$ cat src/ninjin_mem_pkg.sv
`default_nettype none

// shared parameter RAM word and port ownership
package ninjin_mem_pkg;

  localparam int data_width = 32;

  // engine view of a word: weight high, activation low
  typedef struct packed {
    logic signed [data_width/2-1:0] weight;
    logic signed [data_width/2-1:0] act;
  } mem_pair_t;

  typedef union packed {
    logic [data_width-1:0] raw;
    mem_pair_t             pair;
  } mem_word_t;

  // owner of the read in flight
  typedef enum logic {
    sel_axi = 1'b0,
    sel_mac = 1'b1
  } mem_sel_t;

endpackage

`default_nettype wire

$ cat src/ninjin_mem_if.sv
`default_nettype none

// one requester path into the shared RAM
interface ninjin_mem_if #(
  parameter int WORD_ADDR_WIDTH = 10
);

  logic                                  req;
  logic                                  we;
  logic [WORD_ADDR_WIDTH-1:0]            addr;
  logic [ninjin_mem_pkg::data_width/8-1:0] be;
  ninjin_mem_pkg::mem_word_t             wdata;
  logic                                  gnt;
  ninjin_mem_pkg::mem_word_t             rdata;
  logic                                  rvalid;

  modport requester (output req, we, addr, be, wdata, input gnt, rdata, rvalid);
  modport arbiter   (input req, we, addr, be, wdata, output gnt, rdata, rvalid);

endinterface

`default_nettype wire

$ cat src/gobou_mac_engine.sv
`default_nettype none

module gobou_mac_engine #(
  parameter int WORD_ADDR_WIDTH = 10
) (
  input  logic                       clk,
  input  logic                       xrst,
  input  logic                       mac_start,
  input  logic [WORD_ADDR_WIDTH-1:0] mac_base,
  input  logic [7:0]                 mac_count,
  output logic                       mac_busy,
  output logic                       mac_done,
  output logic [31:0]                mac_result,
  ninjin_mem_if.requester            mem
);

  logic [WORD_ADDR_WIDTH-1:0] issue_addr;
  logic [7:0]                 issue_left;
  logic [7:0]                 ret_left;
  logic                       issue_fire;
  logic                       finish;
  logic                       prod_valid;
  logic signed [31:0]         prod_q;

  // ========================================================================
  // read issue
  // ========================================================================

  // reads go out back to back whenever granted
  assign mem.req    = mac_busy && (issue_left != '0);
  assign mem.we     = 1'b0;
  assign mem.addr   = issue_addr;
  assign mem.be     = '1;
  assign mem.wdata  = '0;
  assign issue_fire = mem.req && mem.gnt;

  // all words back and the last product added
  assign finish = mac_busy && (issue_left == '0) && (ret_left == '0) && !prod_valid;

  always_ff @(posedge clk) begin
    if (!xrst) begin
      mac_busy   <= 1'b0;
      mac_done   <= 1'b0;
      issue_left <= '0;
      ret_left   <= '0;
    end else begin
      mac_done <= finish;
      if (mac_start && !mac_busy) begin
        mac_busy   <= 1'b1;
        issue_left <= mac_count;
        ret_left   <= mac_count;
      end else begin
        if (finish)
          mac_busy <= 1'b0;
        if (issue_fire)
          issue_left <= issue_left - 1'b1;
        if (mem.rvalid)
          ret_left <= ret_left - 1'b1;
      end
    end
  end

  always_ff @(posedge clk) begin
    if (mac_start && !mac_busy)
      issue_addr <= mac_base;
    else if (issue_fire)
      issue_addr <= issue_addr + 1'b1;
  end

  // ========================================================================
  // multiply then accumulate
  // ========================================================================

  always_ff @(posedge clk) begin
    if (!xrst) begin
      prod_valid <= 1'b0;
      mac_result <= '0;
    end else begin
      prod_valid <= mem.rvalid;
      if (mac_start && !mac_busy)
        mac_result <= '0;
      else if (prod_valid)
        mac_result <= mac_result + prod_q;
    end
  end

  // signed 16 x 16 into a full 32-bit product
  always_ff @(posedge clk) begin
    if (mem.rvalid)
      prod_q <= mem.rdata.pair.weight * mem.rdata.pair.act;
  end

endmodule

`default_nettype wire

$ cat src/flat_wrapper.sv
// flat-port wrapper written by rule: the top's interface ports become plain ports
module gobou_mac_engine_flat 
#(
  parameter int WORD_ADDR_WIDTH = 10
)
  (clk, xrst, mac_start, mac_base, mac_count, mac_busy, mac_done, mac_result, mem_req, mem_we, mem_addr, mem_be, mem_wdata, mem_gnt, mem_rdata, mem_rvalid);
  ninjin_mem_if #(.WORD_ADDR_WIDTH(WORD_ADDR_WIDTH)) mem_i ();
  input  logic clk;
  input  logic xrst;
  input  logic mac_start;
  input  logic [WORD_ADDR_WIDTH-1:0] mac_base;
  input  logic [7:0] mac_count;
  output logic mac_busy;
  output logic mac_done;
  output logic [31:0] mac_result;
  output wire logic [$bits(mem_i.req)-1:0] mem_req;
  output wire logic [$bits(mem_i.we)-1:0] mem_we;
  output wire logic [$bits(mem_i.addr)-1:0] mem_addr;
  output wire logic [$bits(mem_i.be)-1:0] mem_be;
  output wire logic [$bits(mem_i.wdata)-1:0] mem_wdata;
  input wire logic [$bits(mem_i.gnt)-1:0] mem_gnt;
  input wire logic [$bits(mem_i.rdata)-1:0] mem_rdata;
  input wire logic [$bits(mem_i.rvalid)-1:0] mem_rvalid;
  assign mem_req = mem_i.req;
  assign mem_we = mem_i.we;
  assign mem_addr = mem_i.addr;
  assign mem_be = mem_i.be;
  assign mem_wdata = mem_i.wdata;
  assign mem_i.gnt = mem_gnt;
  assign mem_i.rdata = mem_rdata;
  assign mem_i.rvalid = mem_rvalid;
  gobou_mac_engine #(.WORD_ADDR_WIDTH(WORD_ADDR_WIDTH)) u_core (.clk(clk), .xrst(xrst), .mac_start(mac_start), .mac_base(mac_base), .mac_count(mac_count), .mac_busy(mac_busy), .mac_done(mac_done), .mac_result(mac_result), .mem(mem_i));
endmodule
$ cat config.mk
export PLATFORM = sky130hd
export DESIGN_NAME = gobou_mac_engine_flat
export DESIGN_NICKNAME = d
export VERILOG_FILES = /design/src/ninjin_mem_pkg.sv /design/src/ninjin_mem_if.sv /design/src/gobou_mac_engine.sv /design/src/flat_wrapper.sv
export SDC_FILE = /design/constraint.sdc
export NUM_CORES = 1
export LEC_CHECK = 0
export BUFFER_PORTS_ARGS = -buffer_cell sky130_fd_sc_hd__buf_2
export CAP_MARGIN = 0
export CORE_MARGIN = 4
export CORE_UTILIZATION = 61
export CTS_CLUSTER_SIZE = 14
export DETAILED_ROUTE_END_ITERATION = 8
export PLACE_DENSITY = 0.79
export SYNTH_ARGS = -nofsm -noshare
export SYNTH_HDL_FRONTEND = slang
export SYNTH_SLANG_ARGS = --single-unit
$ cat constraint.sdc
create_clock -name clk -period 9.75 [get_ports clk]
set_input_delay 1.4625 -clock clk [delete_from_list [all_inputs] [get_ports clk]]
set_output_delay 1.4625 -clock clk [all_outputs]
set_load 0.005 [all_outputs]
==> flow_summary.ini <==
[synthesis]
synth_top_cell_by_area = fa_1
synthArstFlopShare_pct = 0
syn_area_per_cell_um2 = 9.24
yosys-top-cells-count = inv_1 (322), fa_1 (263), nand2_1 (170), and2_1 (136), ha_1 (117)
synth_ff_type = dfxtp_1
netlist.area_leader.share_pct = 34.6
ys_ff_latch = 93
yosysUniqueCellTypes = 61
ys_seq_area_share_pct = 15.0
syn_inst = 1649
ys_warn_count = 0
yosysMostFrequentCell = inv_1
synth_edf_count = 42
synth.top_cells.by_area = fa_1 (35%), ha_1 (9.6%), edfxtp_1 (8.3%), inv_1 (7.9%), dfxtp_1 (6.7%)
synth_area_um2 = 15200

[cells_and_area]
layout-drive-gt1-share_pct = 7.64
nNetsFinal = 2145
fill_cells = 1988
area_growth_pct = 5.76
regArea_um2 = 2280
antenna_cells = 0
multi_input_area_um2 = 11400
final_core_util_pct = 65.8

[clock_tree]
post_cts_buffers = 0
cts_sinks = 93
clk_path_buf_depth = 2
cts_resized = 0
root_buffer = clkbuf_16
h-tree-depth = 3
path_clk_slew_ps = 60
numCtsBuffers = 9
cts_tree = yes
cts_hold_buf = 0
clk_latency_ps = 340

[routing]
first_pass_iters = 5
ant_nets = 0
avgRoutedWirePerCell_um = 16.2
drt-initial-drc-count = 685
drt_drc_violations_left = 0
drt_wl_total_um = 32900
viasPerCell = 5.41
vias = 11000

[timing]
worst_hold_slack_ps = 500
max_freq_ghz = 0.137
maxSlewHeadroom_pct = 19.2
rsz0062_at_grt = false
finalMaxSlewViolations = 0
timing.final.crit_share_pct = 74.7
hold_violations = 0
layout_min_cycle_time_ps = 7280
skew_ps = 5.42
worst_pin_slew_ps = 1210
finalSetupTns_ps = 0
setup_ws_ps = 2470
finalSetupViolCount = 0

[worst_hold_path]
hold_class = flop to flop

[global_route]
antenna_found_initial = 0
grt_overflow = 0
grt_max_degree = 39
grt_pass1_vias = 11400
grtUsageTotal_pct = 24.2
grt_pass1_wl_um = 55700

[setup_path]
startpoint_type = input port
worst-path-max-fanout = 16
cp.arrival_ps = 7360
crit_type = input port to flop
critPathRequiredTime_ps = 9830
crit_path_end_kind = flop

[placement]
gp_congestion = 0.916
hpwl_um = 27000
dpl_worst_slack_ps = 2110
port_buffers = 99

[run_status]
status = completed

[floorplanning]
start_util_pct = 62.3
num_io_pins = 137
die_x_um = 166
row_count = 57
die-area_um2 = 27600
die_h_um = 166
design.core.area_um2 = 24500

[flow_run]
drv_cap = 0
[per-layer routing]
layer	up-vias	wire, µm	share of wire (%)	track usage [%]
met3	47	2450	7.4	3.93
met1	5393	14800	45	35.1
met2	415	15200	46	38.8
met5	-	0	0	0
met4	0	490	1.5	5.38
li1	5177	-	-	-
[critical path, cell delays in order]
cell	delay [ps]
buf_2	200
nand2_1	140
inv_1	90
fa_1	750
fa_1	500
fa_1	510
fa_1	510
fa_1	500
inv_1	50
fa_1	470
inv_1	40
ha_1	350
a21o_1	230
o21bai_1	160
a221o_1	360
a21oi_2	150
o21ai_2	100
a221o_1	360
a21o_1	200
a21oi_2	140
xnor2_1	70
[layout make-up]
class	instances	share of cell area (%)
multi-input cells	1181	70.7
flip-flops and latches	93	14.2
clock inverters	6	0.404
inverters	322	7.50
repair buffers	103	3.26
clock buffers	10	1.42
well taps	324	2.52
[cells in the final DEF (no fill, tap or decap), drive strengths merged, types with 6 or more instances in the layout]
| master | instances |
|---|---|
| and2 | 136 |
| ha | 117 |
| xor2 | 27 |
| nor3 | 10 |
| xnor2 | 55 |
| nand2 | 170 |
| o21ai | 44 |
| nand3 | 21 |
| buf | 103 |
| nor2b | 7 |
| fa | 263 |
| nand2b | 10 |
| and3 | 11 |
| conb | 37 |
| edfxtp | 42 |
| a21oi | 68 |
| mux2i | 21 |
| o211ai | 8 |
| o21bai | 8 |
| o21a | 11 |
| inv | 322 |
| a21o | 32 |
| nor2 | 64 |
| dfxtp | 51 |
| clkbuf | 10 |
| nor4 | 6 |
[state kept, by name (all words and copies together), names as in the netlist]
name	count
u_core.mem.addr	10
u_core.ret_left	8
u_core.issue_left	8
u_core.prod_q	32
u_core.prod_valid	1
u_core.mac_result	32
u_core.mac_done	1
u_core.mac_busy	1
[stage by stage]
stage,std cells,area (µm²)
2_1_floorplan,1684,15400
3_3_place_gp,2023,15800
3_5_place_dp,2023,15800
4_1_cts,2039,16100
5_1_grt,2039,16100
6_report,2039,16100
[worst paths after layout]
path	endpoint	slack, ps	cells after the start	start
setup / recovery	u_core.prod_q[31]	2470	21	mem_rdata[31]
hold / removal	u_core.mac_result[31]	500	2	u_core.mac_result[31]
setup reg to reg	u_core.mac_result[29]	6830	10	u_core.prod_q[4]
hold reg to reg	u_core.mac_result[31]	500	2	u_core.mac_result[31]
[cell families (layout without fill, tap and decap cells)]
| logic type | count (synthesis) | count (layout) | synth area share, % |
|---|---|---|---|
| AND/OR/NAND/NOR | 452 | 452 | 14.7 |
| buffers and inverters | 410 | 441 | 11.1 |
| adder cells (fa/ha/maj) | 380 | 380 | 44.2 |
| AO/OA/AOI/OAI | 209 | 209 | 8.94 |
| flip-flops | 93 | 93 | 15.0 |
| XOR/XNOR | 82 | 82 | 4.72 |
| multiplexers | 21 | 21 | 1.38 |
| other | 2 | 37 | 0.0493 |
Power is left out: the tool's default activity adds up to more than one toggle a clock period on the data nets, which glitch-free logic cannot reach.
