## src/ninjin_mem_pkg.sv

```systemverilog
`default_nettype none

// shared parameter RAM word and port ownership
package ninjin_mem_pkg;

  localparam int data_width = 32;

  // engine view of a word: weight high, activation low
  typedef struct packed {
    logic signed [data_width/2-1:0] weight;
    logic signed [data_width/2-1:0] act;
  } mem_pair_t;

  typedef union packed {
    logic [data_width-1:0] raw;
    mem_pair_t             pair;
  } mem_word_t;

  // owner of the read in flight
  typedef enum logic {
    sel_axi = 1'b0,
    sel_mac = 1'b1
  } mem_sel_t;

endpackage

`default_nettype wire

```

## src/ninjin_mem_if.sv

```systemverilog
`default_nettype none

// one requester path into the shared RAM
interface ninjin_mem_if #(
  parameter int WORD_ADDR_WIDTH = 10
);

  logic                                  req;
  logic                                  we;
  logic [WORD_ADDR_WIDTH-1:0]            addr;
  logic [ninjin_mem_pkg::data_width/8-1:0] be;
  ninjin_mem_pkg::mem_word_t             wdata;
  logic                                  gnt;
  ninjin_mem_pkg::mem_word_t             rdata;
  logic                                  rvalid;

  modport requester (output req, we, addr, be, wdata, input gnt, rdata, rvalid);
  modport arbiter   (input req, we, addr, be, wdata, output gnt, rdata, rvalid);

endinterface

`default_nettype wire

```

## src/ninjin_mem_arbiter.sv

```systemverilog
`default_nettype none

module ninjin_mem_arbiter #(
  parameter int WORD_ADDR_WIDTH = 10
) (
  input  logic                                    clk,
  input  logic                                    xrst,
  ninjin_mem_if.arbiter                           axi_mem,
  ninjin_mem_if.arbiter                           mac_mem,
  output logic                                    ram_en,
  output logic                                    ram_we,
  output logic [WORD_ADDR_WIDTH-1:0]              ram_addr,
  output logic [ninjin_mem_pkg::data_width/8-1:0] ram_be,
  output logic [ninjin_mem_pkg::data_width-1:0]   ram_wdata,
  input  logic [ninjin_mem_pkg::data_width-1:0]   ram_rdata
);

  logic                     rd_pending;
  ninjin_mem_pkg::mem_sel_t rd_sel;

  // fixed priority, AXI first
  assign axi_mem.gnt = axi_mem.req;
  assign mac_mem.gnt = mac_mem.req && !axi_mem.req;

  assign ram_en    = axi_mem.req || mac_mem.req;
  assign ram_we    = axi_mem.req ? axi_mem.we        : mac_mem.we;
  assign ram_addr  = axi_mem.req ? axi_mem.addr      : mac_mem.addr;
  assign ram_be    = axi_mem.req ? axi_mem.be        : mac_mem.be;
  assign ram_wdata = axi_mem.req ? axi_mem.wdata.raw : mac_mem.wdata.raw;

  // remember who owns the word coming back next cycle
  always_ff @(posedge clk) begin
    if (!xrst) begin
      rd_pending <= 1'b0;
      rd_sel     <= ninjin_mem_pkg::sel_axi;
    end else begin
      rd_pending <= ram_en && !ram_we;
      if (ram_en && !ram_we)
        rd_sel <= axi_mem.req ? ninjin_mem_pkg::sel_axi : ninjin_mem_pkg::sel_mac;
    end
  end

  assign axi_mem.rdata  = ninjin_mem_pkg::mem_word_t'(ram_rdata);
  assign mac_mem.rdata  = ninjin_mem_pkg::mem_word_t'(ram_rdata);
  assign axi_mem.rvalid = rd_pending && (rd_sel == ninjin_mem_pkg::sel_axi);
  assign mac_mem.rvalid = rd_pending && (rd_sel == ninjin_mem_pkg::sel_mac);

endmodule

`default_nettype wire

```

## src/flat_wrapper.sv

```systemverilog
// flat-port wrapper written by rule: the top's interface ports become plain ports
module ninjin_mem_arbiter_flat 
#(
  parameter int WORD_ADDR_WIDTH = 10
)
  (clk, xrst, ram_en, ram_we, ram_addr, ram_be, ram_wdata, ram_rdata, axi_mem_req, axi_mem_we, axi_mem_addr, axi_mem_be, axi_mem_wdata, axi_mem_gnt, axi_mem_rdata, axi_mem_rvalid, mac_mem_req, mac_mem_we, mac_mem_addr, mac_mem_be, mac_mem_wdata, mac_mem_gnt, mac_mem_rdata, mac_mem_rvalid);
  ninjin_mem_if #(.WORD_ADDR_WIDTH(WORD_ADDR_WIDTH)) axi_mem_i ();
  ninjin_mem_if #(.WORD_ADDR_WIDTH(WORD_ADDR_WIDTH)) mac_mem_i ();
  input  logic clk;
  input  logic xrst;
  output logic ram_en;
  output logic ram_we;
  output logic [WORD_ADDR_WIDTH-1:0] ram_addr;
  output logic [ninjin_mem_pkg::data_width/8-1:0] ram_be;
  output logic [ninjin_mem_pkg::data_width-1:0] ram_wdata;
  input  logic [ninjin_mem_pkg::data_width-1:0] ram_rdata;
  input wire logic [$bits(axi_mem_i.req)-1:0] axi_mem_req;
  input wire logic [$bits(axi_mem_i.we)-1:0] axi_mem_we;
  input wire logic [$bits(axi_mem_i.addr)-1:0] axi_mem_addr;
  input wire logic [$bits(axi_mem_i.be)-1:0] axi_mem_be;
  input wire logic [$bits(axi_mem_i.wdata)-1:0] axi_mem_wdata;
  output wire logic [$bits(axi_mem_i.gnt)-1:0] axi_mem_gnt;
  output wire logic [$bits(axi_mem_i.rdata)-1:0] axi_mem_rdata;
  output wire logic [$bits(axi_mem_i.rvalid)-1:0] axi_mem_rvalid;
  input wire logic [$bits(mac_mem_i.req)-1:0] mac_mem_req;
  input wire logic [$bits(mac_mem_i.we)-1:0] mac_mem_we;
  input wire logic [$bits(mac_mem_i.addr)-1:0] mac_mem_addr;
  input wire logic [$bits(mac_mem_i.be)-1:0] mac_mem_be;
  input wire logic [$bits(mac_mem_i.wdata)-1:0] mac_mem_wdata;
  output wire logic [$bits(mac_mem_i.gnt)-1:0] mac_mem_gnt;
  output wire logic [$bits(mac_mem_i.rdata)-1:0] mac_mem_rdata;
  output wire logic [$bits(mac_mem_i.rvalid)-1:0] mac_mem_rvalid;
  assign axi_mem_i.req = axi_mem_req;
  assign axi_mem_i.we = axi_mem_we;
  assign axi_mem_i.addr = axi_mem_addr;
  assign axi_mem_i.be = axi_mem_be;
  assign axi_mem_i.wdata = axi_mem_wdata;
  assign axi_mem_gnt = axi_mem_i.gnt;
  assign axi_mem_rdata = axi_mem_i.rdata;
  assign axi_mem_rvalid = axi_mem_i.rvalid;
  assign mac_mem_i.req = mac_mem_req;
  assign mac_mem_i.we = mac_mem_we;
  assign mac_mem_i.addr = mac_mem_addr;
  assign mac_mem_i.be = mac_mem_be;
  assign mac_mem_i.wdata = mac_mem_wdata;
  assign mac_mem_gnt = mac_mem_i.gnt;
  assign mac_mem_rdata = mac_mem_i.rdata;
  assign mac_mem_rvalid = mac_mem_i.rvalid;
  ninjin_mem_arbiter #(.WORD_ADDR_WIDTH(WORD_ADDR_WIDTH)) u_core (.clk(clk), .xrst(xrst), .axi_mem(axi_mem_i), .mac_mem(mac_mem_i), .ram_en(ram_en), .ram_we(ram_we), .ram_addr(ram_addr), .ram_be(ram_be), .ram_wdata(ram_wdata), .ram_rdata(ram_rdata));
endmodule
```

## config.mk

```make
export PLATFORM = sky130hd
export DESIGN_NAME = ninjin_mem_arbiter_flat
export DESIGN_NICKNAME = d
export VERILOG_FILES = /design/src/ninjin_mem_pkg.sv /design/src/ninjin_mem_if.sv /design/src/ninjin_mem_arbiter.sv /design/src/flat_wrapper.sv
export SDC_FILE = /design/constraint.sdc
export NUM_CORES = 1
export LEC_CHECK = 0
export BUFFER_PORTS_ARGS = -buffer_cell sky130_fd_sc_hd__clkbuf_2
export CAP_MARGIN = 30
export CORE_AREA = 5 5 91 93
export DETAILED_ROUTE_END_ITERATION = 16
export DIE_AREA = 0 0 96 98
export PLACE_DENSITY = 0.56
export SYNTH_ARGS = -nofsm -noshare
export SYNTH_HDL_FRONTEND = slang
export SYNTH_SLANG_ARGS = --single-unit
```

## constraint.sdc

```tcl
create_clock -name clk -period 0.88 [get_ports clk]
set_input_delay 0.088 -clock clk [delete_from_list [all_inputs] [get_ports clk]]
set_output_delay 0.088 -clock clk [all_outputs]
set_load 0.05 [all_outputs]
```

==> results.sh, run 1 <==
export IMPL_finalSetupTns_ps=-4670
export IMPL_startpoint="axi_mem_req"
export IMPL_first_iter_violations=13
export IMPL_grt_pass1_vias=1460
export IMPL_finalCritPeriodShare=1.14
export IMPL_place_ws_ps=-258
export IMPL_grt_use_total=0.0958
export IMPL_worst_ep_required_time_ps=790
export IMPL_setup_viol=51
export IMPL_cp_arrival_ps=910
export IMPL_wire_per_inst_um=16.4
export IMPL_rows=32
export IMPL_synth_edf_count=0
export IMPL_yosysTopAreaCellShare=0.443
export IMPL_async_flop_share=0
export IMPL_insertion_delay_ps=210
export IMPL_fin_util=0.353
export IMPL_synthFlopType="dfxtp_1"
export IMPL_netlist_area_um2=1190
export IMPL_synth_seq_cells=2
export IMPL_outcome="finished, violations left"
export IMPL_worst_pin_slew_ps=154
export IMPL_cts_sinks=2
export IMPL_cpPeakStageDelay_ps=320
export IMPL_timing_final_crit_period_ps=1000
export IMPL_violations="negative setup slack"
export IMPL_cts_tree="yes"
export IMPL_synth_top_area_cell="mux2_2"
export IMPL_syn_num_nets=259
export IMPL_synthTopCellsByCount="buf_4 (65), mux2_2 (47), buf_6 (6)"
export IMPL_dr_pass1_iters=2
export IMPL_nNetsFinal=353
export IMPL_die_width_um=96
export IMPL_final_max_slew_viol_count=0
export IMPL_grt_max_degree=12
export IMPL_clk_pin_slew_ps=30
export IMPL_start_util=0.160
export IMPL_critical_path_cell_chain="clkbuf_16 > buf_12 > mux2_4 > clkbuf_16"
export IMPL_core_area_um2=7450
export IMPL_root_buffer="clkbuf_8"
export IMPL_crit_path_start_kind="input pin"
export IMPL_grt_pass1_wl_um=7120
export IMPL_antenna_found_initial=0
export IMPL_dp_hpwl_um=3370
export IMPL_layout_drive_gt1_share=0.982
export IMPL_path_delay_family="buffers and inverters"
export IMPL_synth_most_common_cell="buf_4"
export IMPL_stdcell_area_um2=2630
export IMPL_htree_num_levels=1
export IMPL_final_hold_viol_count=0
export IMPL_hold_slack_ps=121
export IMPL_die_h_um=98
export IMPL_ir_drop_uv=310
export IMPL_reg2reg_from="u_core.rd_sel"
export IMPL_antenna_cells=0
export IMPL_postSynthCellCount=129
export IMPL_area_growth_pct=120
export IMPL_fin_skew_ps=0
export IMPL_worstSetupPathType="input pin to output port"
export IMPL_gr_total_overflow=0
export IMPL_rsz0062_at_grt="yes"
export IMPL_ys_warn_count=0
export IMPL_gp_congestion=0.611
export IMPL_dieArea_um2=9410
export IMPL_endpoint_kind="output port"
export IMPL_io_buffers=149
export IMPL_slew_headroom=0.897
export IMPL_antenna_left=0
export IMPL_via_count=1259
export IMPL_p_leak_nw=1.42
export IMPL_cpMostUsedCell="clkbuf_16"
export IMPL_cts_hold_buffers=0
export IMPL_clock_path_buffers=2
export IMPL_fmaxAchievable_mhz=998
export IMPL_worst_slack_ps=-122
export IMPL_yosysUniqueCellTypes=12
export IMPL_min_from="xrst"
export IMPL_wirelength_um=5300
export IMPL_synth_sequential_area_ratio=0.0335
export IMPL_avgSynthCellArea_um2=9.25
export IMPL_p_per_area_nw_per_um2=973
export IMPL_vias_per_cell=3.90
export IMPL_ioPinCount=246
export IMPL_reg2reg_setup_slack_ps=270
export IMPL_cp_slowest_cell="mux2_4"
export IMPL_cts_buffers=3
export IMPL_placed_cell_area_um2=1600
export IMPL_ys_top_cells_by_area="mux2_2 (44%), buf_4 (41%), buf_6 (5.7%)"
export IMPL_maxCapViolCount=0
export IMPL_hold_class="input pin to flop"
export IMPL_critPathBufInv=3
export IMPL_cp_max_fo=8
export IMPL_drc=0
worst paths after layout:
path         cells past startpoint           endpoint
min reg2reg                      2      u_core.rd_sel
min                              2  u_core.rd_pending
max reg2reg                      2      u_core.rd_sel
max                              4       ram_wdata[8]
sequential cells by signal, summed over array words and instances (netlist names):
name               count
u_core.rd_pending      1
u_core.rd_sel          1
area by class of cell:
type | count | area (um2)
Fill cell | 746 | 4820
Timing Repair Buffer | 160 | 1620
Multi-Input combinational cell | 56 | 792
Tap cell | 102 | 128
Sequential cell | 2 | 45.0
Clock buffer | 3 | 41.3
per-stage QoR:
| step | power (mW) | instances |
|---|---|---|
| final | 2.56 | 323 |
| after global placement | 1.43 | 312 |
| after CTS | 2.38 | 321 |
| after floorplan | 1.83 | 129 |
| after global routing | 2.66 | 323 |
| after detailed placement | 1.44 | 312 |
timing repair:
action                                  CTS  global route
setup buffers                             2             0
pin swaps                                 0             1
endpoints found under the setup margin   50            51
gates resized for setup                 151            62
cloned                                    4             2
where the power goes:
part | internal [mW] | switching, mW | total, mW | leakage (nW)
logic | 1.06 | 1.02 | 2.08 | 1.38
registers | 0.0957 | 0.00408 | 0.0998 | 0.0175
clock network | 0.290 | 0.0822 | 0.372 | 0.0216
metal layers:
layer  track usage  vias to the layer above  share of wire
met5             0                        -              0
met2         0.170                       98           0.50
li1              -                      555              -
met1        0.0978                      566           0.36
met4        0.0580                        0          0.044
met3        0.0247                       40           0.10
cell usage in the layout (no fill, tap or decap), types with 3 or more instances in the layout:
master	netlist	final
buf_12	0	4
buf_16	0	4
buf_6	6	3
buf_8	0	41
clkbuf_16	0	12
clkbuf_2	0	96
clkbuf_8	0	3
mux2_4	0	47
nor2b_4	1	3
cells by family after synthesis:
logic type,Yosys count,synth area share
compound gates,2,0.0147
buf+inv,71,0.465
flops,2,0.0335
mux,47,0.443
simple gates,7,0.0430
(Power assumes the default switching activity.)
==> inputs of run 2 (changes only) <==
BUFFER_PORTS_ARGS = unset   (was -buffer_cell sky130_fd_sc_hd__clkbuf_2)
CORE_AREA = 5 5 92 94   (was 5 5 91 93)
DIE_AREA = 0 0 97 99   (was 0 0 96 98)
DONT_BUFFER_PORTS = 1   (was unset)
PLACE_DENSITY = 0.3   (was 0.56)
==> run 2 against run 1 <==
- clock power shrank 1%
- worst setup slack improved by 75 ps
- sequential share of layout area increased by 3.4 points
- the flow still finishes with violations (negative setup slack)
- cell area shrank 67%
- register-to-register slack barely moved
- critical endpoint is now mac_mem_rvalid
- cell count is 49% lower
- largest cell class is now multi-input combinational cells
- fmax rose by 8.1%
- total power fell by 45%
- sequential power hardly changed
- hold slack got worse by 100 ps
- utilization shrank 24 points
- critical path depth shrank 2
==> results.sh, run 2 (synthesized netlist as in run 1, its figures left out) <==
export IMPL_outcome="finished, violations left"
export IMPL_violations="negative setup slack"
export IMPL_cp_max_fo=3
export IMPL_grt_pass1_vias=790
export IMPL_gr_total_overflow=0
export IMPL_p_leak_nw=0.280
export IMPL_final_hold_viol_count=0
export IMPL_worst_slack_ps=-46.8
export IMPL_antenna_found_initial=0
export IMPL_setup_viol=2
export IMPL_ioPinCount=246
export IMPL_vias_per_cell=3.91
export IMPL_antenna_cells=0
export IMPL_reg_largest_list="u_core.rd_pending (1), u_core.rd_sel (1)"
export IMPL_wire_per_inst_um=25.1
export IMPL_clock_path_buffers=2
export IMPL_rsz0062_at_grt="yes"
export IMPL_dr_pass1_iters=2
export IMPL_first_iter_violations=8
export IMPL_drc=0
export IMPL_via_count=649
export IMPL_gp_congestion=0.703
export IMPL_die_width_um=97
export IMPL_placed_cell_area_um2=821
export IMPL_maxCapViolCount=0
export IMPL_root_buffer="clkbuf_8"
export IMPL_stdcell_area_um2=875
export IMPL_fin_skew_ps=0
export IMPL_cts_tree="yes"
export IMPL_fin_util=0.116
export IMPL_layout_drive_gt1_share=0.938
export IMPL_dieArea_um2=9600
export IMPL_hold_class="input pin to flop"
export IMPL_crit_path_start_kind="flop"
export IMPL_area_growth_pct=-26.7
export IMPL_rows=32
export IMPL_worst_pin_slew_ps=315
export IMPL_core_area_um2=7570
export IMPL_nNetsFinal=196
export IMPL_cts_sinks=2
export IMPL_slew_headroom=0.791
export IMPL_final_cells=166
export IMPL_final_max_slew_viol_count=0
export IMPL_cts_buffers=3
export IMPL_ir_drop_uv=293
export IMPL_layout_common_cells="mux2_2 (47), nor2b_4 (3), clkbuf_8 (3), buf_12 (2)"
export IMPL_cp_arrival_ps=840
export IMPL_grt_use_total=0.0749
export IMPL_layout_commonest_cell="mux2_2"
export IMPL_start_util=0.158
export IMPL_fmaxAchievable_mhz=1080
export IMPL_dp_hpwl_um=3720
export IMPL_dp_cells=163
export IMPL_finalCritPeriodShare=1.05
export IMPL_clk_pin_slew_ps=30
export IMPL_insertion_delay_ps=210
export IMPL_antenna_left=0
export IMPL_worstSetupPathType="flop to output port"
export IMPL_worst_ep_required_time_ps=790
export IMPL_htree_num_levels=1
export IMPL_timing_final_crit_period_ps=927
export IMPL_wirelength_um=4170
export IMPL_io_buffers=0
export IMPL_grt_max_degree=52
export IMPL_grt_pass1_wl_um=5600
export IMPL_p_per_area_nw_per_um2=1610
export IMPL_cts_hold_buffers=0
export IMPL_endpoint_kind="output port"
export IMPL_die_h_um=99
[run 2: cell types whose count changed in the layout (fill, tap and decap cells not counted), moves of 2 or more]
cell,change
clkbuf_16,-12
mux2_4,-47
buf_16,-4
mux2_2,+47
buf_12,-2
buf_8,-41
buf_6,-3
clkbuf_2,-96
[run 2: critical path, cell delays in order, from the launching register on]
cell and delay [ps]:
dfxtp_4 350, and2_4 150, buf_12 130
[run 2: stage by stage]
step / setup TNS (ps) / setup WS, ps / total power [mW] / hold WS (ps)
2_1_floorplan: 0 / 7.94 / 1.83 / 221
3_3_place_gp: 0 / 144 / 1.05 / 176
3_5_place_dp: 0 / 118 / 1.05 / 176
4_1_cts: -90.9 / -54.5 / 1.43 / 22.6
5_1_grt: -142 / -77.1 / 1.45 / 23.9
6_report: -82.2 / -46.8 / 1.41 / 20.4
[run 2: what timing repair did]
action / 4_1_cts / 5_1_grt
setup buffers: 0 / 0
gates resized for setup: 4 / 1
setup endpoints to repair: 2 / 2
[run 2: final timing paths]
kind	startpoint	to	slack (ps)	cells past startpoint
worst max-delay path	u_core.rd_sel	mac_mem_rvalid	-50	2
worst min-delay path	xrst	u_core.rd_pending	20	1
worst max register to register	u_core.rd_sel	u_core.rd_sel	260	2
worst min register to register	u_core.rd_sel	u_core.rd_sel	510	2
[run 2: report_power, final]
group          internal [mW]  switching [mW]
registers             0.0957         0.00445
clock network          0.290          0.0774
logic                  0.205           0.739
total                  0.590           0.821
[run 2: cell type report]
cell class                      count  area [um2]
Clock buffer                        3        41.3
Sequential cell                     2        45.0
Fill cell                         847        6690
Timing Repair Buffer                3        47.5
Tap cell                          102         128
Multi-Input combinational cell     56         613
[run 2: routing by layer]
| layer | vias up | GRT usage | share of wire |
|---|---|---|---|
| met5 | - | 0 | 0 |
| met1 | 265 | 0.0660 | 0.29 |
| li1 | 240 | - | - |
| met3 | 41 | 0.0425 | 0.16 |
| met2 | 103 | 0.127 | 0.49 |
| met4 | 0 | 0.0572 | 0.066 |
==> inputs of run 3 (changes only) <==
CTS_BUF_LIST = sky130_fd_sc_hd__clkbuf_16   (was unset)
==> run 3 against run 2 <==
- the run still ends with negative setup slack left
- worst setup slack worse by 11 ps
- combinational power about the same
- global-route usage barely moved
==> results.sh, run 3 (synthesized netlist as in run 1, its figures left out) <==
export IMPL_layout_commonest_cell="mux2_2"
export IMPL_violations="negative setup slack"
export IMPL_worst_pin_slew_ps=313
export IMPL_cts_setup_buffers=0
export IMPL_cp_arrival_ps=850
export IMPL_finalCritPeriodShare=1.07
export IMPL_hold_class="input pin to flop"
export IMPL_cts_hold_buffers=0
export IMPL_grt_pass1_wl_um=5600
export IMPL_reg_largest_list="u_core.rd_pending (1), u_core.rd_sel (1)"
export IMPL_wirelength_um=4190
export IMPL_worst_slack_ps=-57.8
export IMPL_worst_ep_required_time_ps=790
export IMPL_setup_viol=2
export IMPL_final_max_slew_viol_count=0
export IMPL_grt_max_degree=52
export IMPL_antenna_left=0
export IMPL_dieArea_um2=9600
export IMPL_fmaxAchievable_mhz=1070
export IMPL_finalSetupTns_ps=-102
export IMPL_hold_slack_ps=12.2
export IMPL_wire_per_inst_um=25.2
export IMPL_crit_path_start_kind="flop"
export IMPL_area_growth_pct=-23.9
export IMPL_gp_congestion=0.703
export IMPL_grt_pass1_vias=782
export IMPL_antenna_found_initial=0
export IMPL_fin_skew_ps=0
export IMPL_layout_common_cells="mux2_2 (47), nor2b_4 (3), clkbuf_16 (3), buf_12 (2)"
export IMPL_via_count=650
export IMPL_layout_drive_gt1_share=0.938
export IMPL_dr_pass1_iters=2
export IMPL_cts_buffers=3
export IMPL_rsz0062_at_grt="yes"
export IMPL_nNetsFinal=196
export IMPL_dp_hpwl_um=3720
export IMPL_dp_cells=163
export IMPL_htree_num_levels=1
export IMPL_total_power_mw=1.73
export IMPL_slew_headroom=0.792
export IMPL_placed_cell_area_um2=821
export IMPL_insertion_delay_ps=220
export IMPL_cp_max_fo=3
export IMPL_grt_use_total=0.0753
export IMPL_io_buffers=0
export IMPL_gr_total_overflow=0
export IMPL_p_leak_nw=0.295
export IMPL_drc=0
export IMPL_ioPinCount=246
export IMPL_endpoint_kind="output port"
export IMPL_die_h_um=99
export IMPL_stdcell_area_um2=908
export IMPL_worstSetupPathType="flop to output port"
export IMPL_timing_final_crit_period_ps=938
export IMPL_cts_sinks=2
export IMPL_p_per_area_nw_per_um2=1910
export IMPL_final_hold_viol_count=0
export IMPL_final_cells=166
export IMPL_vias_per_cell=3.92
export IMPL_ir_drop_uv=512
export IMPL_first_iter_violations=8
export IMPL_die_width_um=97
export IMPL_rows=32
export IMPL_start_util=0.158
export IMPL_clk_pin_slew_ps=30
export IMPL_clock_path_buffers=2
export IMPL_root_buffer="clkbuf_16"
export IMPL_post_cts_resize_count=4
export IMPL_antenna_cells=0
export IMPL_outcome="finished, violations left"
export IMPL_core_area_um2=7570
export IMPL_maxCapViolCount=0
export IMPL_cts_tree="yes"
[run 3: cell counts in the layout (fill, tap and decap cells not counted)]
No cell type changed its count.
[run 3: per-stage QoR]
step	worst slack, ps	utilization
global placement	144	0.108
floorplan	7.94	-
global route	-81.9	0.120
finish	-57.8	0.120
detailed placement	118	0.108
CTS	-65.2	0.120
[run 3: area by class of cell]
type / instances / area, um2
Multi-Input combinational cell: 56 / 613
Sequential cell: 2 / 45.0
Timing Repair Buffer: 3 / 47.5
Tap cell: 102 / 128
Fill cell: 842 / 6660
Clock buffer: 3 / 75.1
[run 3: worst paths after layout]
kind | from | to | slack, ps | cells after the start
worst max-delay path | u_core.rd_sel | mac_mem_rvalid | -60 | 2
worst min register to register | u_core.rd_sel | u_core.rd_sel | 510 | 2
worst min-delay path | xrst | u_core.rd_pending | 10 | 1
worst max register to register | u_core.rd_sel | u_core.rd_sel | 270 | 2
[run 3: metal layers]
layer	vias to the layer above	GRT usage	part of all wire
li1	239	-	-
met3	43	0.0446	0.16
met5	-	0	0
met2	105	0.127	0.48
met1	263	0.0660	0.28
met4	0	0.0572	0.070
[run 3: worst max-delay path, cell delays in order, from the launching register on]
cell and delay (ps):
dfxtp_4 350, and2_4 150, buf_12 130
[run 3: report_power, final]
| part | switching (mW) | total (mW) | internal, mW |
|---|---|---|---|
| Clock | 0.110 | 0.689 | 0.579 |
| Combinational | 0.738 | 0.943 | 0.205 |
| Sequential | 0.00443 | 0.100 | 0.0957 |
