`src/ninjin_axi_pkg.sv`:
```
`default_nettype none

// AXI4 encodings used by the burst slave
package ninjin_axi_pkg;

  // burst types
  localparam logic [1:0] burst_fixed = 2'b00;
  localparam logic [1:0] burst_incr  = 2'b01;
  localparam logic [1:0] burst_wrap  = 2'b10;

  // response codes, only OKAY is ever returned
  localparam logic [1:0] resp_okay   = 2'b00;

  // every beat is a full word
  localparam int beat_bytes = 4;

endpackage

`default_nettype wire

```
`src/ninjin_mem_pkg.sv`:
```
`default_nettype none

// shared parameter RAM word and port ownership
package ninjin_mem_pkg;

  localparam int data_width = 32;

  // engine view of a word: weight high, activation low
  typedef struct packed {
    logic signed [data_width/2-1:0] weight;
    logic signed [data_width/2-1:0] act;
  } mem_pair_t;

  typedef union packed {
    logic [data_width-1:0] raw;
    mem_pair_t             pair;
  } mem_word_t;

  // owner of the read in flight
  typedef enum logic {
    sel_axi = 1'b0,
    sel_mac = 1'b1
  } mem_sel_t;

endpackage

`default_nettype wire

```
`src/ninjin_mem_if.sv`:
```
`default_nettype none

// one requester path into the shared RAM
interface ninjin_mem_if #(
  parameter int WORD_ADDR_WIDTH = 10
);

  logic                                  req;
  logic                                  we;
  logic [WORD_ADDR_WIDTH-1:0]            addr;
  logic [ninjin_mem_pkg::data_width/8-1:0] be;
  ninjin_mem_pkg::mem_word_t             wdata;
  logic                                  gnt;
  ninjin_mem_pkg::mem_word_t             rdata;
  logic                                  rvalid;

  modport requester (output req, we, addr, be, wdata, input gnt, rdata, rvalid);
  modport arbiter   (input req, we, addr, be, wdata, output gnt, rdata, rvalid);

endinterface

`default_nettype wire

```
`src/ninjin_s_axi_gobou.sv`:
```
`default_nettype none

module ninjin_s_axi_gobou #(
  parameter int ADDR_WIDTH = 12,
  parameter int ID_WIDTH   = 12
) (
  input  logic                                    clk,
  input  logic                                    xrst,
  input  logic [ID_WIDTH-1:0]                     awid,
  input  logic [ADDR_WIDTH-1:0]                   awaddr,
  input  logic [7:0]                              awlen,
  input  logic [1:0]                              awburst,
  input  logic                                    awvalid,
  output logic                                    awready,
  input  logic [ninjin_mem_pkg::data_width-1:0]   wdata,
  input  logic [ninjin_mem_pkg::data_width/8-1:0] wstrb,
  input  logic                                    wlast,
  input  logic                                    wvalid,
  output logic                                    wready,
  output logic                                    bvalid,
  output logic [ID_WIDTH-1:0]                     bid,
  output logic [1:0]                              bresp,
  input  logic                                    bready,
  input  logic [ID_WIDTH-1:0]                     arid,
  input  logic [ADDR_WIDTH-1:0]                   araddr,
  input  logic [7:0]                              arlen,
  input  logic [1:0]                              arburst,
  input  logic                                    arvalid,
  output logic                                    arready,
  output logic                                    rvalid,
  output logic [ID_WIDTH-1:0]                     rid,
  output logic [ninjin_mem_pkg::data_width-1:0]   rdata,
  output logic [1:0]                              rresp,
  output logic                                    rlast,
  input  logic                                    rready,
  ninjin_mem_if.requester                         mem
);

  localparam int beat_lsb = $clog2(ninjin_axi_pkg::beat_bytes);

  logic                                  wr_active;
  logic                                  rd_active;
  logic                                  rd_issue;
  logic                                  idle;
  logic                                  aw_take;
  logic                                  ar_take;
  logic                                  w_beat;
  logic                                  r_beat;
  logic                                  mem_fire;
  logic [ID_WIDTH-1:0]                   id_q;
  logic [ADDR_WIDTH-1:0]                 addr_q;
  logic [7:0]                            len_q;
  logic [7:0]                            cnt_q;
  logic [1:0]                            burst_q;
  logic [ninjin_mem_pkg::data_width-1:0] rdata_q;

  // address of the beat after this one
  function automatic logic [ADDR_WIDTH-1:0] next_addr(
    input logic [ADDR_WIDTH-1:0] addr,
    input logic [7:0]            len,
    input logic [1:0]            burst
  );
    logic [ADDR_WIDTH-1:0] step_addr;
    logic [ADDR_WIDTH-1:0] wrap_mask;
    step_addr = addr + ADDR_WIDTH'(ninjin_axi_pkg::beat_bytes);
    // window of (len+1) beats, aligned to its own size
    wrap_mask = ((ADDR_WIDTH'(len) + 1'b1) << beat_lsb) - 1'b1;
    case (burst)
      ninjin_axi_pkg::burst_fixed: next_addr = addr;
      ninjin_axi_pkg::burst_incr:  next_addr = step_addr;
      ninjin_axi_pkg::burst_wrap:  next_addr = (addr & ~wrap_mask) | (step_addr & wrap_mask);
      // reserved code 3 acts as INCR
      default:                     next_addr = step_addr;
    endcase
  endfunction

  // ========================================================================
  // address acceptance
  // ========================================================================

  // one burst at a time, write wins a tie
  assign idle    = !wr_active && !rd_active && !bvalid;
  assign aw_take = idle && awvalid;
  assign ar_take = idle && arvalid && !awvalid;

  assign w_beat = wready && wvalid;
  assign r_beat = rvalid && rready;

  always_ff @(posedge clk) begin
    if (aw_take) begin
      id_q    <= awid;
      addr_q  <= {awaddr[ADDR_WIDTH-1:beat_lsb], {beat_lsb{1'b0}}};
      len_q   <= awlen;
      burst_q <= awburst;
    end else if (ar_take) begin
      id_q    <= arid;
      addr_q  <= {araddr[ADDR_WIDTH-1:beat_lsb], {beat_lsb{1'b0}}};
      len_q   <= arlen;
      burst_q <= arburst;
      cnt_q   <= '0;
    end else if (w_beat) begin
      addr_q <= next_addr(addr_q, len_q, burst_q);
    end else if (r_beat && !rlast) begin
      addr_q <= next_addr(addr_q, len_q, burst_q);
      cnt_q  <= cnt_q + 1'b1;
    end
  end

  // ========================================================================
  // write channels
  // ========================================================================

  always_ff @(posedge clk) begin
    if (!xrst) begin
      awready   <= 1'b0;
      wr_active <= 1'b0;
      wready    <= 1'b0;
      bvalid    <= 1'b0;
    end else begin
      awready <= aw_take;
      if (aw_take)
        wr_active <= 1'b1;
      else if (w_beat && wlast)
        wr_active <= 1'b0;
      if (w_beat && wlast)
        wready <= 1'b0;
      else if (wr_active && wvalid)
        wready <= 1'b1;
      if (w_beat && wlast)
        bvalid <= 1'b1;
      else if (bready)
        bvalid <= 1'b0;
    end
  end

  assign bid   = id_q;
  assign bresp = ninjin_axi_pkg::resp_okay;

  // ========================================================================
  // read channels
  // ========================================================================

  always_ff @(posedge clk) begin
    if (!xrst) begin
      arready   <= 1'b0;
      rd_active <= 1'b0;
      rd_issue  <= 1'b0;
      rvalid    <= 1'b0;
      rlast     <= 1'b0;
    end else begin
      arready <= ar_take;
      if (ar_take)
        rd_active <= 1'b1;
      else if (r_beat && rlast)
        rd_active <= 1'b0;
      // next fetch only after the handshake
      if (ar_take || (r_beat && !rlast))
        rd_issue <= 1'b1;
      else if (mem_fire)
        rd_issue <= 1'b0;
      if (rd_issue && mem_fire) begin
        rvalid <= 1'b1;
        rlast  <= (cnt_q == len_q);
      end else if (r_beat) begin
        rvalid <= 1'b0;
        rlast  <= 1'b0;
      end
    end
  end

  // hold the RAM word until rready
  always_ff @(posedge clk) begin
    if (mem.rvalid)
      rdata_q <= mem.rdata.raw;
  end

  assign rdata = mem.rvalid ? mem.rdata.raw : rdata_q;
  assign rid   = id_q;
  assign rresp = ninjin_axi_pkg::resp_okay;

  // ========================================================================
  // RAM requests
  // ========================================================================

  assign mem.req   = w_beat || rd_issue;
  assign mem_fire  = mem.req && mem.gnt;
  assign mem.we    = wr_active;
  assign mem.addr  = addr_q[ADDR_WIDTH-1:beat_lsb];
  assign mem.be    = wstrb;
  assign mem.wdata = ninjin_mem_pkg::mem_word_t'(wdata);

endmodule

`default_nettype wire

```
`src/flat_wrapper.sv`:
```
// flat-port wrapper written by rule: the top's interface ports become plain ports
module ninjin_s_axi_gobou_flat 
#(
  parameter int ADDR_WIDTH = 12,
  parameter int ID_WIDTH   = 12
)
  (clk, xrst, awid, awaddr, awlen, awburst, awvalid, awready, wdata, wstrb, wlast, wvalid, wready, bvalid, bid, bresp, bready, arid, araddr, arlen, arburst, arvalid, arready, rvalid, rid, rdata, rresp, rlast, rready, mem_req, mem_we, mem_addr, mem_be, mem_wdata, mem_gnt, mem_rdata, mem_rvalid);
  ninjin_mem_if mem_i ();
  input  logic clk;
  input  logic xrst;
  input  logic [ID_WIDTH-1:0] awid;
  input  logic [ADDR_WIDTH-1:0] awaddr;
  input  logic [7:0] awlen;
  input  logic [1:0] awburst;
  input  logic awvalid;
  output logic awready;
  input  logic [ninjin_mem_pkg::data_width-1:0] wdata;
  input  logic [ninjin_mem_pkg::data_width/8-1:0] wstrb;
  input  logic wlast;
  input  logic wvalid;
  output logic wready;
  output logic bvalid;
  output logic [ID_WIDTH-1:0] bid;
  output logic [1:0] bresp;
  input  logic bready;
  input  logic [ID_WIDTH-1:0] arid;
  input  logic [ADDR_WIDTH-1:0] araddr;
  input  logic [7:0] arlen;
  input  logic [1:0] arburst;
  input  logic arvalid;
  output logic arready;
  output logic rvalid;
  output logic [ID_WIDTH-1:0] rid;
  output logic [ninjin_mem_pkg::data_width-1:0] rdata;
  output logic [1:0] rresp;
  output logic rlast;
  input  logic rready;
  output wire logic [$bits(mem_i.req)-1:0] mem_req;
  output wire logic [$bits(mem_i.we)-1:0] mem_we;
  output wire logic [$bits(mem_i.addr)-1:0] mem_addr;
  output wire logic [$bits(mem_i.be)-1:0] mem_be;
  output wire logic [$bits(mem_i.wdata)-1:0] mem_wdata;
  input wire logic [$bits(mem_i.gnt)-1:0] mem_gnt;
  input wire logic [$bits(mem_i.rdata)-1:0] mem_rdata;
  input wire logic [$bits(mem_i.rvalid)-1:0] mem_rvalid;
  assign mem_req = mem_i.req;
  assign mem_we = mem_i.we;
  assign mem_addr = mem_i.addr;
  assign mem_be = mem_i.be;
  assign mem_wdata = mem_i.wdata;
  assign mem_i.gnt = mem_gnt;
  assign mem_i.rdata = mem_rdata;
  assign mem_i.rvalid = mem_rvalid;
  ninjin_s_axi_gobou #(.ADDR_WIDTH(ADDR_WIDTH), .ID_WIDTH(ID_WIDTH)) u_core (.clk(clk), .xrst(xrst), .awid(awid), .awaddr(awaddr), .awlen(awlen), .awburst(awburst), .awvalid(awvalid), .awready(awready), .wdata(wdata), .wstrb(wstrb), .wlast(wlast), .wvalid(wvalid), .wready(wready), .bvalid(bvalid), .bid(bid), .bresp(bresp), .bready(bready), .arid(arid), .araddr(araddr), .arlen(arlen), .arburst(arburst), .arvalid(arvalid), .arready(arready), .rvalid(rvalid), .rid(rid), .rdata(rdata), .rresp(rresp), .rlast(rlast), .rready(rready), .mem(mem_i));
endmodule
```
`config.mk`:
```
export PLATFORM = sky130hd
export DESIGN_NAME = ninjin_s_axi_gobou_flat
export DESIGN_NICKNAME = d
export VERILOG_FILES = /design/src/ninjin_axi_pkg.sv /design/src/ninjin_mem_pkg.sv /design/src/ninjin_mem_if.sv /design/src/ninjin_s_axi_gobou.sv /design/src/flat_wrapper.sv
export SDC_FILE = /design/constraint.sdc
export NUM_CORES = 1
export LEC_CHECK = 0
export BUFFER_PORTS_ARGS = -buffer_cell sky130_fd_sc_hd__buf_2
export CAP_MARGIN = 20
export CORE_AREA = 2 2 99 101
export CTS_BUF_LIST = sky130_fd_sc_hd__clkbuf_2
export DETAILED_ROUTE_END_ITERATION = 8
export DIE_AREA = 0 0 101 103
export GPL_ROUTABILITY_DRIVEN = 0
export HOLD_SLACK_MARGIN = 0.06
export PLACE_DENSITY = 0.85
export RECOVER_POWER = 50
export SETUP_SLACK_MARGIN = 0.4
export SLEW_MARGIN = 20
export SYNTH_ARGS = -nofsm -noshare
export SYNTH_HDL_FRONTEND = slang
export SYNTH_SLANG_ARGS = --single-unit
```
`constraint.sdc`:
```
create_clock -name clk -period 4.88 [get_ports clk]
set_input_delay 0.732 -clock clk [delete_from_list [all_inputs] [get_ports clk]]
set_output_delay 0.732 -clock clk [all_outputs]
set_load 0.05 [all_outputs]
```
==> summary.md, run 1 <==
The logs give 2.35 nW for the static leakage and 23.1% for the met1 routing resource usage after global routing. Post-route setup TNS: 0 ns. The post-cts repair resize count was 0. For the pin count of the biggest net entering global routing, the log shows 33.

Startpoint of the lowest-slack register-to-register path: u_core.mem.we. The transition time of the tightest slew-check pin is 1.57 ns. The die is 101 um wide.

The flop and latch count out of synthesis works out to 81. The most utilized layer in the global route result is met2. The worst-case IR drop observed on VDD is 0.000218 V. The class of the tightest hold or removal check is input port to flip-flop. The total routing resource utilization after global routing came out at 20.2%. Using the TritonRoute via totals, the vias-per-cell ratio works out to 5.30. For the final cell area excluding filler cells, the log shows 5180 um^2. A synthesized cell averages 9.51 um^2. After synthesis, the most frequently instantiated cells are nand2_1 (95), buf_4 (53), dfxtp_1 (41). The fraction of final layout cells with drive strength greater than 1 works out to 37.5%. Global routing consumed, on the met3 layer, 5.42% of the routing resources.

The worst-case clock buffer depth is 2. Initial antenna violation count: 0. The wire-length estimate of the detail-placed layout is 8090 um. The power per cell area came out at 388 nW/um^2. The run gives 35.1% as the met2 usage in global routing.

STA classifies the critical path endpoint as an output port. The flow ran to the end, but the final reports show violations. Counting every sink on the clock net gives 81. The cell sitting at the root of the clock tree is a clkbuf_2. The clock latency on the worst-skew pair was 0.54 ns; the first-pass GRT wire length was 16400 um. The end of the worst register-to-register path is u_core.addr_q[10].

The final reports fail on capacitance limit, slew limit. The critical path is of the input port to output port type. The final number of max-transition violations came out at 33. Counting I/O delays and the setup requirement, the final critical path takes 3.25 ns.

The capturing element of the worst setup path was rdata[2]. Derived from the worst setup path, the maximum achievable clock frequency is 0.307 GHz. The violation count after the first detailed-routing iteration came out at 153. The hold violation count in the final report came out at 0. Clock-pin slew was measured on the worst setup and hold paths at 0.25 ns. The H-tree was split into 3 levels. For this configuration, the core starts out at a cell density of 47.7%. Setup repair after global routing left no endpoint under its margin.

The beginning of the worst hold path was mem_rdata[28]. The sequential-to-total area share from yosys stat is 44.8%, and the layout overhead on the synthesized area is 14.9%. The tools report the worst clock skew as 0.0379 ns.

Setup violations remaining at the end of the flow were counted as 0. The die area was 10400 um^2. For the boundary pin count, the log shows 260. The run gives 4.15 ns as the data required time at the worst endpoint. The final worst-path cycle share is 66.7%, and the final net count is 742. Yosys instantiated no cell more often than nand2_1. Synthesis handed over a netlist of 474 instances. The number of placement rows is 36.

0 antenna diodes ended up in the layout. The routed layout has 3775 vias. Along the worst path, the maximum fanout reaches 32. For the number of CTS-inserted buffers, the log shows 9. Average detailed-routed wire length per instance: 15.1 um. The run gives 4 as the first-pass detailed-route iteration total. In this run the post-CTS setup repair buffer count came out at 0.

The most critical setup path has its startpoint at mem_rvalid. Of the post-synthesis cell area, the dominant cell type holds 26.6%. Biggest area consumer among synthesized cells: edfxtp_1. Synthesis instantiated 61 different standard cells from the library.

For this run, design rule violations remaining after detail routing come to 0. Yosys mapped a number of flops with a built-in enable equal to 40. The cell area reported after detailed placement came out at 5070 um^2.

The sum of internal, switching and leakage power was 2.01 mW; the vertical extent of the die was 103 um. TritonCTS built the clock tree. Measured in cells, the most critical reg-to-reg path has a length of 6. Among all flip-flop cells after synthesis, the most frequent one is dfxtp_1. By area the synthesized netlist is led by edfxtp_1 (27%), dfxtp_1 (18%), buf_4 (8.8%).

Summed over all layers, the global routing overflow is 0. The logs give 1.84 ns for the setup slack of the worst register-to-register path and 2.52 ns for the data arrival time at the worst-slack endpoint. The detail route stage leaves a number of antenna-violating nets equal to 0. After synthesis, the share of flip-flops with an asynchronous set or reset is 0%. The run gives -4.58% as the worst max-slew margin expressed relative to the limit. After floorplanning, the core was sized to cover 9460 um^2.

The number of hold buffers added after cts is 0. The nature of the critical path startpoint was an input port. Number of global-route vias before repair: 3610. Summed over all layers, the routed wires come to 10700 um. Buffers placed on the I/O ports in this run total 179. The cell area that synthesis handed to floorplanning was 4510 um^2. The max-cap violation count is 1, and the number of warnings issued by yosys is 0.
## metal layers
layer / part of all wire, % / wire length, um
met1: 40 / 4260
met2: 50 / 5370
met3: 8.1 / 864
met4: 2.1 / 230
met5: 0 / 0
## power by group
| group | switching (mW) | total [mW] | internal, mW |
|---|---|---|---|
| combinational | 0.511 | 0.727 | 0.216 |
| clock | 0.252 | 0.375 | 0.123 |
| sequential | 0.0820 | 0.907 | 0.825 |
| total | 0.845 | 2.01 | 1.16 |
## cell type report
class | instances | area (um^2)
inverter | 7 | 26.3
clock inverter | 7 | 75.1
multi-input combinational | 312 | 1960
fill | 879 | 4280
sequential | 81 | 2020
clock buffer | 9 | 45.0
tap | 114 | 143
timing repair buffer | 182 | 906
## through the flow
stage	hold slack [ns]	setup WS, ns	util (%)	instances
finish	0.397	1.63	54.8	712
global route	0.323	1.49	54.8	712
CTS	0.357	2.23	54.9	712
detailed placement	0.460	2.00	53.6	696
global placement	0.453	2.04	53.6	696
floorplan	0.490	2.21	-	477
## cells in the final DEF (no fill, tap or decap), types with 4 or more instances in the layout
master | netlist | final
a21boi_0 | 4 | 4
nand2_1 | 95 | 95
mux2i_1 | 5 | 5
nor3_1 | 7 | 7
clkbuf_1 | 12 | 4
o21ai_0 | 14 | 14
mux2_2 | 33 | 23
conb_1 | 1 | 4
a21oi_1 | 10 | 10
dfxtp_1 | 41 | 41
edfxtp_1 | 40 | 40
nand3_1 | 15 | 15
and3_1 | 7 | 7
xnor2_1 | 15 | 15
nand2b_1 | 4 | 4
buf_2 | 5 | 178
xor2_1 | 8 | 8
inv_1 | 7 | 7
nand4_1 | 7 | 7
mux2_1 | 1 | 11
nor2b_1 | 8 | 8
clkbuf_2 | 1 | 9
nor2_1 | 17 | 17
## critical path, cell delays in order
cell	delay (ns)
clkbuf_1	1.12
mux2_1	0.44
buf_2	0.23
## sequential cells by signal, indices dropped and copies added (netlist names), 2 cells and up
signal and count:
u_core.addr_q 10, u_core.cnt_q 8, u_core.bid 12, u_core.rdata_q 32
u_core.burst_q 2, u_core.len_q 8
## worst min path at each step
stage | cells after the start | endpoint
after floorplan | 2 | u_core.rvalid
after global placement | 1 | u_core.rdata_q[16]
after detailed placement | 1 | u_core.rdata_q[31]
after CTS | 2 | u_core.rdata_q[8]
after global routing | 2 | u_core.rdata_q[26]
final | 2 | u_core.rdata_q[28]
## logic make-up after synthesis
kind of cell	synth area share, %
buffers and inverters	11.9
and+or+nand+nor	19.2
DFF	44.8
other	0.0832
adders and majority gates	0.832
muxes	9.60
AOI/OAI and AO/OA	9.10
xor gates and xnor gates	4.47
(Power assumes the default switching activity.)
==> inputs of run 2 (changes only) <==
- CORE_AREA: 2 2 99 101 -> default
- CORE_UTILIZATION: default -> 46
- DIE_AREA: 0 0 101 103 -> default
- PLACE_DENSITY: 0.85 -> 0.81
- clock period: 4.88 -> 3.32 ns (I/O delays scaled with it)
==> run 2 against run 1 <==
The run still ends with capacitance limit, slew limit left. Clock power grew 62%. Setup slack lost 1.1 ns. Sequential share of layout area is essentially flat. Sequential power grew 48%. Combinational power grew 47%. Highest routed layer unchanged. Total power grew 50%.
==> summary.md, run 2 (same netlist as run 1, synthesis figures left out) <==
The flow ran to the end, but the final reports show violations. Failing checks: capacitance limit, slew limit (unchanged). The logs give 0 (unchanged) for the count of unresolved DRC violations after routing and 4330 um (was 4260 um) for the routed metal-1 wirelength. The post-cts repair resize count came out at 0 (unchanged).

The maximum vdd drop came out at 0.000368 V (was 0.000218 V). Final number of max-transition violations: 33 (unchanged). The count of buffers inserted at the top-level ports was 179 (unchanged).

The tools report the number of inserted filler cells in the final layout as 890 (was 879). The worst-case clock buffer depth was 2 (unchanged). The tools report the beginning of the worst hold path as mem_rdata[6] (was mem_rdata[28]). The remaining global-route overflow was 0 (unchanged).

The violation count after the first detailed-routing iteration came out at 179 (was 153). The final net count came out at 744 (was 742). The buffer type at the clock tree root is clkbuf_2 (unchanged). Data arrival time at the worst-slack endpoint: 2.35 ns (was 2.52 ns).

The routed length on met3 came out at 990 um (was 864 um). For the antenna violation net count after detailed routing, the log shows 0 (unchanged). Register ranked first by flip-flop count: u_core.rdata_q (unchanged). The x dimension of the die is 101 um (about the same). The worst max-slew margin expressed relative to the limit is -8.78% (was -4.58%), and the final standard cell utilization of the core is 55.3% (was 54.8%). The number of CTS-inserted buffers is 9 (unchanged). TritonCTS built the clock tree. The tools report the launching element of the worst setup path as mem_rvalid (unchanged).

The total routed wirelength is 11300 um (was 10700 um). The boundary pin count is 260 (unchanged). The logs give 17900 um (was 16400 um) for the first-pass GRT wire length and 2.25 nW (was 2.35 nW) for the static leakage.

The average detailed-routed wire length per instance is 15.5 um (was 15.1 um), and the initial antenna violation count is 0 (unchanged). Cell family contributing the most delay on the critical path: buffers and inverters (unchanged). The tools report the area of combinational cells with multiple inputs as 1960 um^2 (about the same). The uppermost layer routed is met4 (unchanged).

For the highest clock rate, the log shows 0.352 GHz. Type of the worst setup path: input port to output port (unchanged). The tools report the critical path endpoint category as an output port (unchanged). The max-cap violation count is 1 (unchanged). The power per cell area was 581 nW/um^2 (was 388 nW/um^2). The run gives 48.1% (was 47.7%) as the starting density of the core. For the total routing resource utilization after global routing, the log shows 22.7% (was 20.2%).

The number of global-route vias before repair is 3802 (was 3610), and the met2 wire length is 5710 um (was 5370 um). Die area: 10200 um^2 (was 10400 um^2). After layout, the minimum clock period comes to 2.84 ns.

The hold violation count in the final report is 0 (unchanged). The most common cell after layout, fill and taps aside is buf_2 (unchanged). Class of the tightest hold or removal check: input port to flip-flop (unchanged). The logs give 0.0293 ns (was 0.0379 ns) for the worst clock skew and 9370 um^2 (was 9460 um^2) for the core footprint.

The area taken by flip-flops and latches was 2020 um^2 (unchanged); the vertical extent of the die was 101 um (was 103 um). The run gives 0.53 ns (was 0.54 ns) as the clock latency on the worst-skew pair. The data required time at the worst endpoint was 2.82 ns (was 4.15 ns); the pin count of the biggest net entering global routing was 33 (unchanged). The layout overhead on the synthesized area works out to 14.9% (about the same). Cells traversed along the worst timing path: clkbuf_1 -> mux2_1 -> buf_2 (unchanged).

The number of setup violations in the final report was 0 (unchanged); the number of placement rows was 35 (was 36). The fraction of final layout cells with drive strength greater than 1 was 30.7% (was 37.5%). Most used cells in the layout excluding fill and tap cells: buf_2 (137), nand2_1 (95), clkbuf_1 (43) (was buf_2 (178), nand2_1 (95), dfxtp_1 (41)).

The tools report the startpoint of the lowest-slack register-to-register path as u_core.len_q[0] (was u_core.mem.we). Setup repair after global routing left no endpoint under its margin. The transition time of the tightest slew-check pin was 1.63 ns (was 1.57 ns).

The number of vias per cell after detailed routing is 5.34 (was 5.30), and the delay of the slowest cell on the worst path is 1.16 ns (was 1.12 ns). The clock transition time at the flip-flop clock pins of the worst setup and hold paths was 0.24 ns (was 0.25 ns). The buffers inserted during post-CTS setup optimization was 0 (unchanged); the final worst-path cycle share was 85.7%. Critical-path cell with the highest stage delay: clkbuf_1 (unchanged).

The largest fanout on the critical path is 32 (unchanged), and the count of inserted antenna diode cells is 0 (unchanged). The run gives 3 (unchanged) as the H-tree depth reported by CTS. The nature of the critical path startpoint is an input port (unchanged). The run gives 5 (was 4) as the first-pass detailed-route iteration total.

The logs give 8670 um (was 8090 um) for the final HPWL from detailed placement and 81 (unchanged) for the number of clock sinks. The buffer and inverter count on the worst path is 2 (unchanged). Number of hold buffers added after cts: 0 (unchanged). The post-route setup TNS came out at 0 ns (unchanged). The flip-flop count of the largest register, all copies and words added was 32 (unchanged); the via total after detailed routing was 3890 (was 3775).
[run 2: changes by cell type in the layout (fill, tap and decap cells not counted), sizes merged]
cell and change:
clkbuf +41, buf -37, clkinv -2, bufinv +1
inv -1
[run 2: through the flow]
| stage | area [um^2] | hold slack [ns] | setup WS (ns) | cells | power, mW |
|---|---|---|---|---|---|
| finish | 5180 | 0.180 | 0.476 | 729 | 3.01 |
| global route | 5180 | 0.132 | 0.300 | 729 | 3.16 |
| CTS | 5240 | 0.158 | 0.743 | 729 | 3.05 |
| detailed placement | 5100 | 0.458 | 0.758 | 713 | 2.44 |
| global placement | 5100 | 0.453 | 0.864 | 713 | 2.41 |
| floorplan | 4520 | 0.490 | 0.883 | 477 | 2.31 |
[run 2: routing by layer]
layer | GRT usage [%] | up-vias
met4 | 9.14 | 0
met2 | 39.0 | 229
met5 | 0 | -
met1 | 26.1 | 1790
li1 | - | 1830
met3 | 7.21 | 41
[run 2: area by class of cell]
type                    instances  area share (%)
well taps                     129            3.11
repair buffers                184            16.9
clock buffers                  11            1.06
clock inverters                 5            1.52
inverters                       7           0.507
multi-input cells             312            37.9
flip-flops and latches         81            39.0
[run 2: path summary, 6_finish.rpt]
path	slack (ns)	endpoint	depth (start not counted)
max	0.48	rdata[8]	3
min	0.18	u_core.rdata_q[6]	2
max reg2reg	0.63	u_core.addr_q[9]	7
min reg2reg	0.50	u_core.rdata_q[25]	1
[run 2: report_power, final]
group,switching (mW),internal [mW]
Sequential,0.125,1.21
Clock,0.351,0.257
Combinational,0.767,0.300
